File: config.mk
export PLATFORM = sky130hd
export DESIGN_NAME = alu_top
export DESIGN_NICKNAME = d
export VERILOG_FILES = /design/src/alu_pkg.sv /design/src/alu_stage_if.sv /design/src/cond_eval.sv /design/src/alu_issue.sv /design/src/width_flags.sv /design/src/flag_select.sv /design/src/alu_top.sv
export SDC_FILE = /design/constraint.sdc
export NUM_CORES = 1
export LEC_CHECK = 0
export BUFFER_PORTS_ARGS = -buffer_cell sky130_fd_sc_hd__clkbuf_2
export CAP_MARGIN = 30
export CORE_MARGIN = 2
export CORE_UTILIZATION = 40
export DETAILED_ROUTE_END_ITERATION = 8
export GPL_ROUTABILITY_DRIVEN = 0
export GPL_TIMING_DRIVEN = 0
export PLACE_DENSITY = 0.65
export SYNTH_ARGS = -nofsm -noshare
export SYNTH_HDL_FRONTEND = slang
export SYNTH_HIERARCHICAL = 1
export SYNTH_SLANG_ARGS = --single-unit
export TNS_END_PERCENT = 10
File: constraint.sdc
create_clock -name clk -period 4.9 [get_ports clk]
set_clock_uncertainty 0.1 [all_clocks]
set_input_delay 0.245 -clock clk [delete_from_list [all_inputs] [get_ports clk]]
set_output_delay 0.245 -clock clk [all_outputs]
set_load 0.01 [all_outputs]
File: src/alu_pkg.sv
// shared ALU definitions; opcode and condition encodings are private to this design and not the reference ISA
package alu_pkg;

  localparam int data_w = 64;
  localparam int flags_w = 6;
  localparam int n_sizes = 4;
  localparam int op_w = 12;

  localparam int size_bits [n_sizes] = '{8, 16, 32, 64}; // indexed by size code
  localparam logic [data_w-1:0] size_mask [n_sizes] = '{
    64'h0000_0000_0000_00ff,
    64'h0000_0000_0000_ffff,
    64'h0000_0000_ffff_ffff,
    64'hffff_ffff_ffff_ffff
  };

  // flag word is {C,O,A,S,Z,P}
  localparam int flag_c = 5;
  localparam int flag_o = 4;
  localparam int flag_a = 3;
  localparam int flag_s = 2;
  localparam int flag_z = 1;
  localparam int flag_p = 0;

  localparam logic [4:0] op_add  = 5'd0;
  localparam logic [4:0] op_sub  = 5'd1;
  localparam logic [4:0] op_and  = 5'd4;
  localparam logic [4:0] op_or   = 5'd5;
  localparam logic [4:0] op_xor  = 5'd6;
  localparam logic [4:0] op_nxor = 5'd7;
  localparam logic [4:0] op_mov  = 5'd8;
  localparam logic [4:0] op_zxt  = 5'd9;
  localparam logic [4:0] op_sxt  = 5'd10;
  localparam logic [4:0] op_cmov = 5'd12; // b when taken, else a
  localparam logic [4:0] op_cset = 5'd13;

  localparam logic [3:0] cc_z   = 4'd0;
  localparam logic [3:0] cc_nz  = 4'd1;
  localparam logic [3:0] cc_s   = 4'd2;
  localparam logic [3:0] cc_ns  = 4'd3;
  localparam logic [3:0] cc_ugt = 4'd4;
  localparam logic [3:0] cc_ule = 4'd5;
  localparam logic [3:0] cc_uge = 4'd6;
  localparam logic [3:0] cc_ult = 4'd7;
  localparam logic [3:0] cc_sgt = 4'd8;
  localparam logic [3:0] cc_sle = 4'd9;
  localparam logic [3:0] cc_sge = 4'd10;
  localparam logic [3:0] cc_slt = 4'd11;
  localparam logic [3:0] cc_o   = 4'd12;
  localparam logic [3:0] cc_no  = 4'd13;
  localparam logic [3:0] cc_p   = 4'd14;
  localparam logic [3:0] cc_np  = 4'd15;

  typedef struct packed {
    logic       no_flags;
    logic [1:0] ext_from; // source size for zxt and sxt
    logic [1:0] spare;
    logic [1:0] size;
    logic [4:0] opcode;
  } alu_plain_t;

  typedef struct packed {
    logic       no_flags;
    logic [3:0] cc; // overlays ext_from and spare
    logic [1:0] size;
    logic [4:0] opcode;
  } alu_cond_t;

  typedef union packed {
    alu_plain_t plain;
    alu_cond_t  cond;
  } alu_op_u;

endpackage

File: src/alu_stage_if.sv
// stage-one bundle between issue and the flag lanes; payload is only meaningful while st_valid is high
`timescale 1ns/10ps

interface alu_stage_if import alu_pkg::*; ();

  logic                st_valid;
  alu_op_u             st_op;
  logic [data_w-1:0]   st_res;      // already masked to size
  logic [n_sizes-1:0]  st_carry;    // out of bits 7, 15, 31, 63
  logic                st_carry4;
  logic [n_sizes-1:0]  st_a_sign;
  logic [n_sizes-1:0]  st_b_sign;
  logic [flags_w-1:0]  st_flags_in;

  modport issue (output st_valid, st_op, st_res, st_carry, st_carry4, st_a_sign, st_b_sign,
                 st_flags_in);
  modport lane (input st_op, st_res, st_carry, st_a_sign, st_b_sign);
  modport drain (input st_valid, st_op, st_res, st_carry4, st_flags_in);

endinterface

File: src/cond_eval.sv
// condition evaluator; C is taken as the raw adder carry, so uge is C set and ult is C clear
`timescale 1ns/10ps

module cond_eval import alu_pkg::*; (
  input  logic [flags_w-1:0] flags,
  input  logic [3:0]         cc,
  output logic               taken
);

  logic c, o, s, z, p;
  logic slt; // signed less than

  assign c = flags[flag_c];
  assign o = flags[flag_o];
  assign s = flags[flag_s];
  assign z = flags[flag_z];
  assign p = flags[flag_p];
  assign slt = s ^ o;

  always_comb begin
    case (cc)
      cc_z:    taken = z;
      cc_nz:   taken = ~z;
      cc_s:    taken = s;
      cc_ns:   taken = ~s;
      cc_ugt:  taken = c & ~z;
      cc_ule:  taken = ~c | z;
      cc_uge:  taken = c;
      cc_ult:  taken = ~c;
      cc_sgt:  taken = ~(slt | z);
      cc_sle:  taken = slt | z;
      cc_sge:  taken = ~slt;
      cc_slt:  taken = slt;
      cc_o:    taken = o;
      cc_no:   taken = ~o;
      cc_p:    taken = p;
      cc_np:   taken = ~p;
      default: taken = 1'b0;
    endcase
  end

endmodule

File: src/alu_issue.sv
// issue stage; sub is a + ~b + 1 so its carries are inverted borrows, and operand b is the mov/extend source
`timescale 1ns/10ps

module alu_issue import alu_pkg::*; (
  input  logic               clk,
  input  logic               rst,
  input  logic               in_valid,
  input  alu_op_u            op,
  input  logic [data_w-1:0]  a,
  input  logic [data_w-1:0]  b,
  input  logic [flags_w-1:0] flags_in,
  alu_stage_if.issue         st
);

  logic              is_sub;
  logic [data_w-1:0] b_eff;
  logic [data_w:0]   sum;
  logic [data_w:0]   carry_in; // carry into each bit, bit 64 is the final carry
  logic              taken;
  logic [data_w-1:0] zxt_val;
  logic [data_w-1:0] sxt_val;
  logic [data_w-1:0] res_raw;

  assign is_sub = (op.plain.opcode == op_sub);
  assign b_eff = is_sub ? ~b : b;
  assign sum = {1'b0, a} + {1'b0, b_eff} + {{data_w{1'b0}}, is_sub};
  assign carry_in = sum ^ {1'b0, a} ^ {1'b0, b_eff};

  cond_eval i_cond (
    .flags (flags_in),
    .cc    (op.cond.cc),
    .taken (taken)
  );

  assign zxt_val = b & size_mask[op.plain.ext_from];

  always_comb begin
    case (op.plain.ext_from)
      2'd0:    sxt_val = {{56{b[7]}}, b[7:0]};
      2'd1:    sxt_val = {{48{b[15]}}, b[15:0]};
      2'd2:    sxt_val = {{32{b[31]}}, b[31:0]};
      default: sxt_val = b;
    endcase
  end

  always_comb begin
    case (op.plain.opcode)
      op_add,
      op_sub:  res_raw = sum[data_w-1:0];
      op_and:  res_raw = a & b;
      op_or:   res_raw = a | b;
      op_xor:  res_raw = a ^ b;
      op_nxor: res_raw = ~(a ^ b);
      op_mov:  res_raw = b;
      op_zxt:  res_raw = zxt_val;
      op_sxt:  res_raw = sxt_val;
      op_cmov: res_raw = taken ? b : a;
      op_cset: res_raw = {{(data_w-1){1'b0}}, taken};
      default: res_raw = '0;
    endcase
  end

  always_ff @(posedge clk) begin
    if (rst) begin
      st.st_valid <= 1'b0;
    end else begin
      st.st_valid <= in_valid;
    end
  end

  // payload only moves with a valid op
  always_ff @(posedge clk) begin
    if (in_valid) begin
      st.st_op <= op;
      st.st_res <= res_raw & size_mask[op.plain.size];
      st.st_carry4 <= carry_in[4];
      st.st_flags_in <= flags_in;
      for (int i = 0; i < n_sizes; i++) begin
        st.st_carry[i] <= carry_in[size_bits[i]];
        st.st_a_sign[i] <= a[size_bits[i]-1];
        st.st_b_sign[i] <= b[size_bits[i]-1];
      end
    end
  end

endmodule

File: src/width_flags.sv
// one flag lane per operand size; lane must be below n_sizes, and O is only meaningful for add and sub
`timescale 1ns/10ps

module width_flags import alu_pkg::*; #(
  parameter int lane = 0
) (
  alu_stage_if.lane st,
  output logic      z,
  output logic      s,
  output logic      c,
  output logic      o
);

  localparam int w = size_bits[lane];

  logic is_sub;
  logic a_s, b_s, r_s;

  assign is_sub = (st.st_op.plain.opcode == op_sub);
  assign a_s = st.st_a_sign[lane];
  assign b_s = st.st_b_sign[lane];
  assign r_s = st.st_res[w-1];

  assign z = ~|st.st_res[w-1:0];
  assign s = r_s;
  assign c = st.st_carry[lane];

  // result sign flips against a; add needs like signs, sub needs unlike signs
  assign o = (r_s ^ a_s) & (is_sub ? (a_s ^ b_s) : ~(a_s ^ b_s));

endmodule

File: src/flag_select.sv
// flag select and output stage; result and flags_out change only on a valid op and hold otherwise
`timescale 1ns/10ps

module flag_select import alu_pkg::*; (
  input  logic               clk,
  input  logic               rst,
  alu_stage_if.drain         st,
  input  logic [n_sizes-1:0] lane_z,
  input  logic [n_sizes-1:0] lane_s,
  input  logic [n_sizes-1:0] lane_c,
  input  logic [n_sizes-1:0] lane_o,
  output logic               out_valid,
  output logic [data_w-1:0]  result,
  output logic [flags_w-1:0] flags_out,
  output logic               flags_we
);

  logic [1:0]         sz;
  logic               is_arith;
  logic               is_logic;
  logic               we;
  logic [flags_w-1:0] flags_calc;
  logic [flags_w-1:0] flags_next;

  assign sz = st.st_op.plain.size;
  assign is_arith = st.st_op.plain.opcode inside {op_add, op_sub};
  assign is_logic = st.st_op.plain.opcode inside {op_and, op_or, op_xor, op_nxor};
  assign we = (is_arith | is_logic) & ~st.st_op.plain.no_flags;

  always_comb begin
    flags_calc = '0; // C, O, A stay clear for logic ops
    flags_calc[flag_s] = lane_s[sz];
    flags_calc[flag_z] = lane_z[sz];
    flags_calc[flag_p] = ~^st.st_res[7:0]; // even parity of low byte
    if (is_arith) begin
      flags_calc[flag_c] = lane_c[sz];
      flags_calc[flag_o] = lane_o[sz];
      flags_calc[flag_a] = st.st_carry4;
    end
  end

  assign flags_next = we ? flags_calc : st.st_flags_in;

  always_ff @(posedge clk) begin
    if (rst) begin
      out_valid <= 1'b0;
      flags_we <= 1'b0;
      result <= '0;
      flags_out <= '0;
    end else begin
      out_valid <= st.st_valid;
      flags_we <= st.st_valid & we;
      if (st.st_valid) begin
        result <= st.st_res;
        flags_out <= flags_next;
      end
    end
  end

endmodule

File: src/alu_top.sv
// two-stage ALU top; in_valid at edge N gives out_valid at N+2 with no back-pressure
`timescale 1ns/10ps

module alu_top import alu_pkg::*; (
  input  logic               clk,
  input  logic               rst,
  input  logic               in_valid,
  input  logic [op_w-1:0]    op,
  input  logic [data_w-1:0]  a,
  input  logic [data_w-1:0]  b,
  input  logic [flags_w-1:0] flags_in,
  output logic               out_valid,
  output logic [data_w-1:0]  result,
  output logic [flags_w-1:0] flags_out,
  output logic               flags_we
);

  alu_stage_if st_if ();

  logic [n_sizes-1:0] lane_z;
  logic [n_sizes-1:0] lane_s;
  logic [n_sizes-1:0] lane_c;
  logic [n_sizes-1:0] lane_o;

  alu_issue i_issue (
    .clk      (clk),
    .rst      (rst),
    .in_valid (in_valid),
    .op       (alu_op_u'(op)),
    .a        (a),
    .b        (b),
    .flags_in (flags_in),
    .st       (st_if.issue)
  );

  for (genvar i = 0; i < n_sizes; i++) begin : g_lane
    width_flags #(.lane(i)) i_lane (
      .st (st_if.lane),
      .z  (lane_z[i]),
      .s  (lane_s[i]),
      .c  (lane_c[i]),
      .o  (lane_o[i])
    );
  end

  flag_select i_flag_select (
    .clk       (clk),
    .rst       (rst),
    .st        (st_if.drain),
    .lane_z    (lane_z),
    .lane_s    (lane_s),
    .lane_c    (lane_c),
    .lane_o    (lane_o),
    .out_valid (out_valid),
    .result    (result),
    .flags_out (flags_out),
    .flags_we  (flags_we)
  );

endmodule

==> reports/qor.yml, run 1 <==
status: "complete, no violations"
grt-ovfl-total: 0
critPathMaxStageDelay_ns: 0.43
finalCritPeriodShare: 0.963
p_leak_nw: 7.81
holdPathEnd: "i_issue/st.st_op[5]"
max_slew_margin: 0.273
ff2ff_path_depth: 6
vdd_drop_max_uv: 179
grt_setup_unrepaired: "no"
syn2layout_area_growth_pct: 17.0
wl_per_cell_um: 22.3
final_area_sq_um: 18400
portBuffers: 220
vias: 16348
die_area_sq_um: 40900
placed_area_sq_um: 17500
setup_slack_ns: 0.183
die_y_um: 202
total_power_mw: 4.52
final_cell_mix: "224 x clkbuf_2, 163 x nor2_1, 154 x inv_1"
first_iter_violations: 2259
timing_hold_violations_final: 0
setup_violations: 0
drv_slew: 0
crit_family: "compound AO/OA/AOI/OAI gates"
syn_area_per_cell_sq_um: 8.17
cts_buffer_depth: 2
critPathBufInv: 5
timing.hold.ws_ns: 0.0347
crit-reg2reg-capture: "i_flag_select/flags_out[1]"
critPathLaunchType: "input pin"
drc_errors: 0
clk_latency_ns: 0.42
arrival_ns: 4.77
whs_path_depth: 1
post-place-ws_ns: -1.67
r2r_setup_slack_ns: 2.18
num_rows: 72
via_per_inst: 6.04
ant_nets: 0
yosysWarnings: 6
ios: 221
cts_root_buf: "clkbuf_16"
cp_max_fo: 10
cts.sinks: 164
die_w_um: 202
cp-startpoint: "op[1]"
synth_area_sq_um: 15700
postSynthCellCount: 1926
cts_tree: "built"
fin_cells: 2707
worst_hold_path_type: "input pin to flop"
min_from: "op[5]"
powerDensity_nw_per_um2: 246
crit_required_ns: 4.95
finalNetCount: 2465
drv_cap: 0
grt_pass1_wl_mm: 90.5
antenna_found_initial: 3
htreeDepth: 4
timing.setup.tns_ns: 0
cp-end-kind: "flop"
clkSlewWorstSetupHoldPaths_ns: 0.06
grt_max_degree: 56
cts_made_buffers: 17
start_util: 0.406
syn_nets: 2216
period_minus_slack_ns: 4.72
wl_mm: 60.4
reg2reg_from: "i_issue/st.st_res[23]"
grt_pass1_vias: 15643
dr.pass1.iters: 5
gr-usage-all-layers: 0.287
cp_cell_sequence: "clkbuf_2, clkbuf_2, inv_1, nand2_1, nor3_4, nand2b_4, buf_4, xnor2_1, ha_1, clkbuf_1, a21o_1, a221oi_1, nand2_1, a31o_2, a31o_2, o31ai_4, o21a_1, o21ai_0, xnor2_1, o22ai_1"
worstSetupPathType: "input pin to flop"
layout_commonest_cell: "clkbuf_2"
tightest_slew_ns: 1.09
hpwl_mm: 48.0
fmax_mhz: 212
core_area_sq_um: 38700
place_inst: 2666
utilization: 0.475
slowest_stage: "o22ai_1"
drive_gt1_frac: 0.154
[layer usage]
metal  track usage  vias to the layer above  routed length, um
li1              -                     7503                  -
met1         0.375                     7685              23900
met2         0.458                      954              26800
met3        0.0447                      204               6300
met4         0.149                        2               3330
met5             0                        -                 11
[timing repair]
action,4_1_cts,5_1_grt
endpoints found under the setup margin,52,29
pin swaps,1,1
hold endpoints to repair,11,0
gates resized for setup,29,17
setup buffers,4,0
hold buffers,11,0
[registers in the layout, indices dropped and copies added, names as in the netlist]
signal,count
i_flag_select/flags_we,1
i_flag_select/flags_out,6
i_issue/st.st_a_sign,4
i_issue/st.st_res,64
i_issue/st.st_b_sign,4
i_issue/st.st_valid,1
i_flag_select/out_valid,1
i_issue/st.st_carry4,1
i_flag_select/result,64
i_issue/st.st_flags_in,6
i_issue/st.st_carry,4
i_issue/st.st_op,8
[worst max-delay path by stage]
stage / slack (ns) / cells past startpoint / end
6_report: 0.18 / 20 / i_issue/st.st_res[42]
5_1_grt: 0.02 / 20 / i_issue/st.st_res[63]
4_1_cts: -0.005 / 20 / i_issue/st.st_res[60]
3_5_place_dp: -1.67 / 21 / i_issue/st.st_res[60]
3_3_place_gp: -1.61 / 21 / i_issue/st.st_res[60]
2_1_floorplan: 0.31 / 18 / i_issue/st.st_res[63]
[cell type report]
type / instances / area [sq um]
Tap cell: 518 / 648
Sequential cell: 164 / 4190
Multi-Input combinational cell: 1489 / 10600
Buffer: 112 / 487
Timing Repair Buffer: 237 / 1290
Antenna cell: 1 / 2.50
Fill cell: 3828 / 20300
Clock inverter: 9 / 85.1
Inverter: 154 / 578
Clock buffer: 23 / 544
[power breakdown]
group / internal (mW) / switching [mW]
registers: 1.55 / 0.0881
clock network: 0.838 / 0.531
logic: 0.609 / 0.902
No activity file was read; power rests on OpenSTA's default activity.
==> inputs of run 2 (changes only) <==
--- a/config.mk
+++ b/config.mk
@@ -12,7 +12,7 @@
 export DETAILED_ROUTE_END_ITERATION = 8
 export GPL_ROUTABILITY_DRIVEN = 0
 export GPL_TIMING_DRIVEN = 0
-export PLACE_DENSITY = 0.65
+export PLACE_DENSITY_LB_ADDON = 0.2
 export SYNTH_ARGS = -nofsm -noshare
 export SYNTH_HDL_FRONTEND = slang
 export SYNTH_HIERARCHICAL = 1
==> constraint.sdc (replaced) <==
create_clock -name clk -period 6.08 [get_ports clk]
set_clock_uncertainty 0.1 [all_clocks]
set_input_delay 0.304 -clock clk [delete_from_list [all_inputs] [get_ports clk]]
set_output_delay 0.304 -clock clk [all_outputs]
set_load 0.01 [all_outputs]
==> run 2 against run 1 <==
Against the previous run: die area stayed put; design area is 0.80% lower; register-to-register slack better by 1.2 ns; first-iteration DRC count is 28% lower; clock-buffer cell count is 2 lower; routed wire length is 0.18% higher; clock power is 21% lower; non-clock buffer count stayed put; sequential share of layout area is 0.18 points higher; cell count hardly changed; critical path type unchanged; critical endpoint is now i_issue/st.st_res[60]; largest power group unchanged.
==> reports/qor.yml, run 2 (synthesis results as in run 1) <==
status: "complete, no violations"
max_slew_margin: 0.281
grt_pass1_vias: 15073
clkPwrFrac: 0.300
p_switching_mw: 1.22
crit-reg2reg-capture: "i_flag_select/flags_out[1]"
p_leak_nw: 7.73
drc_errors: 0
arrival_ns: 5.95
drive_gt1_frac: 0.145
via_per_inst: 5.98
die_area_sq_um: 40900
top_regs: "i_flag_select/result (64), i_issue/st.st_res (64), i_issue/st.st_op (8)"
final_cell_mix: "221 x clkbuf_2, 163 x nor2_1, 154 x inv_1"
timing_hold_violations_final: 0
cts_buffer_depth: 2
whs_path_depth: 1
first_iter_violations: 1623
cts_made_buffers: 17
place_inst: 2666
crit_required_ns: 6.11
vdd_drop_max_uv: 163
cts_root_buf: "clkbuf_16"
hpwl_mm: 48.3
seq_power_share: 0.367
powerDensity_nw_per_um2: 198
sw_frac_of_total: 0.339
num_rows: 72
ios: 221
cts.sinks: 164
cp-end-kind: "flop"
dr.pass1.iters: 5
critPathLaunchType: "input pin"
portBuffers: 220
layout_commonest_cell: "clkbuf_2"
core_area_sq_um: 38700
fin_cells: 2706
ff2ff_path_depth: 6
n_antenna_cell: 0
grt-ovfl-total: 0
period_minus_slack_ns: 5.92
fmax_mhz: 169
worstSetupPathType: "input pin to flop"
drv_slew: 0
p_int_mw: 2.39
grt_pass1_wl_mm: 89.6
ant_nets: 0
grt_setup_unrepaired: "no"
total_power_mw: 3.61
cp_max_fo: 10
wl_mm: 60.5
clk_latency_ns: 0.42
htreeDepth: 4
setup_violations: 0
finalCritPeriodShare: 0.974
syn2layout_area_growth_pct: 16.0
cts_tree: "built"
clkSlewWorstSetupHoldPaths_ns: 0.06
die_w_um: 202
finalNetCount: 2465
comb_power_share: 0.333
gr-usage-all-layers: 0.286
post-cts-setup-buffers: 0
vias: 16172
wl_per_cell_um: 22.3
worst_hold_path_type: "input pin to flop"
antenna_found_initial: 3
holdPathEnd: "i_issue/st.st_flags_in[1]"
tightest_slew_ns: 1.08
min_from: "flags_in[1]"
start_util: 0.406
reg2reg_from: "i_issue/st.st_res[23]"
grt_max_degree: 72
die_y_um: 202
r2r_setup_slack_ns: 3.35
drv_cap: 0
[run 2: changes by cell type in the layout (fill, tap and decap cells not counted), moves of 3 or more]
cell,change
clkinv_2,-3
buf_4,-7
clkbuf_2,-3
nor3_1,+3
dlygate4sd3_1,-4
clkbuf_1,+10
inv_6,+3
[run 2: repair_timing]
item | in CTS | in global routing
endpoints found under the setup margin | 2 | 8
resized for setup | 3 | 4
hold buffers | 7 | 0
pin swaps | 0 | 0
endpoints found under the hold margin | 7 | 0
[run 2: per-stage QoR]
stage	setup TNS, ns	instance area (sq um)	setup slack [ns]	util	hold slack (ns)
CTS	0	18200	0.00632	0.471	0.0213
global route	0	18300	0.0764	0.471	0.0272
global placement	-5.75	17500	-0.573	0.451	0.375
floorplan	0	15700	1.43	-	0.276
detailed placement	-4.73	17500	-0.521	0.453	0.380
finish	0	18300	0.157	0.471	0.0444
[run 2: power by group through the flow]
stage,combinational [mW],sequential (mW),clock (mW)
finish,1.20,1.32,1.08
global route,1.31,1.33,1.15
CTS,1.18,1.32,1.11
detailed placement,1.17,1.35,0
global placement,1.14,1.35,0
floorplan,0.787,1.33,0
[run 2: how the worst max path moves through the flow]
| stage | end | startpoint | slack, ns |
|---|---|---|---|
| floorplan | i_issue/st.st_res[63] | op[1] | 1.43 |
| global placement | i_issue/st.st_res[60] | op[1] | -0.57 |
| detailed placement | i_issue/st.st_res[60] | op[1] | -0.52 |
| CTS | i_issue/st.st_res[60] | op[1] | 0.006 |
| global route | i_issue/st.st_res[60] | op[1] | 0.08 |
| finish | i_issue/st.st_res[60] | op[0] | 0.16 |
[run 2: area by class of cell]
class / count / area, sq um
buffer: 118 / 503
clock buffer: 21 / 508
clock inverter: 11 / 109
fill: 3849 / 20500
inverter: 154 / 578
multi-input combinational: 1489 / 10500
sequential: 164 / 4190
tap: 518 / 648
timing repair buffer: 231 / 1240
[run 2: layer usage]
layer	up-vias	global-route usage	routed length (um)
met1	7673	0.390	25900
li1	7488	-	-
met3	140	0.0372	5110
met5	-	0	13
met4	2	0.112	2340
met2	869	0.459	27100
[run 2: worst max-delay path: stages]
cell and delay, ns:
clkbuf_2 0.20, buf_1 0.46, clkbuf_2 0.46, clkdlybuf4s15_1 0.75
and3_1 0.27, a21oi_1 0.06, fa_1 0.44, nor2b_1 0.21
o211ai_1 0.14, a31oi_2 0.30, a41oi_1 0.34, o211a_1 0.43
o41ai_1 0.69, nand2_1 0.22, a21oi_1 0.33, mux2i_1 0.23
a21oi_1 0.10
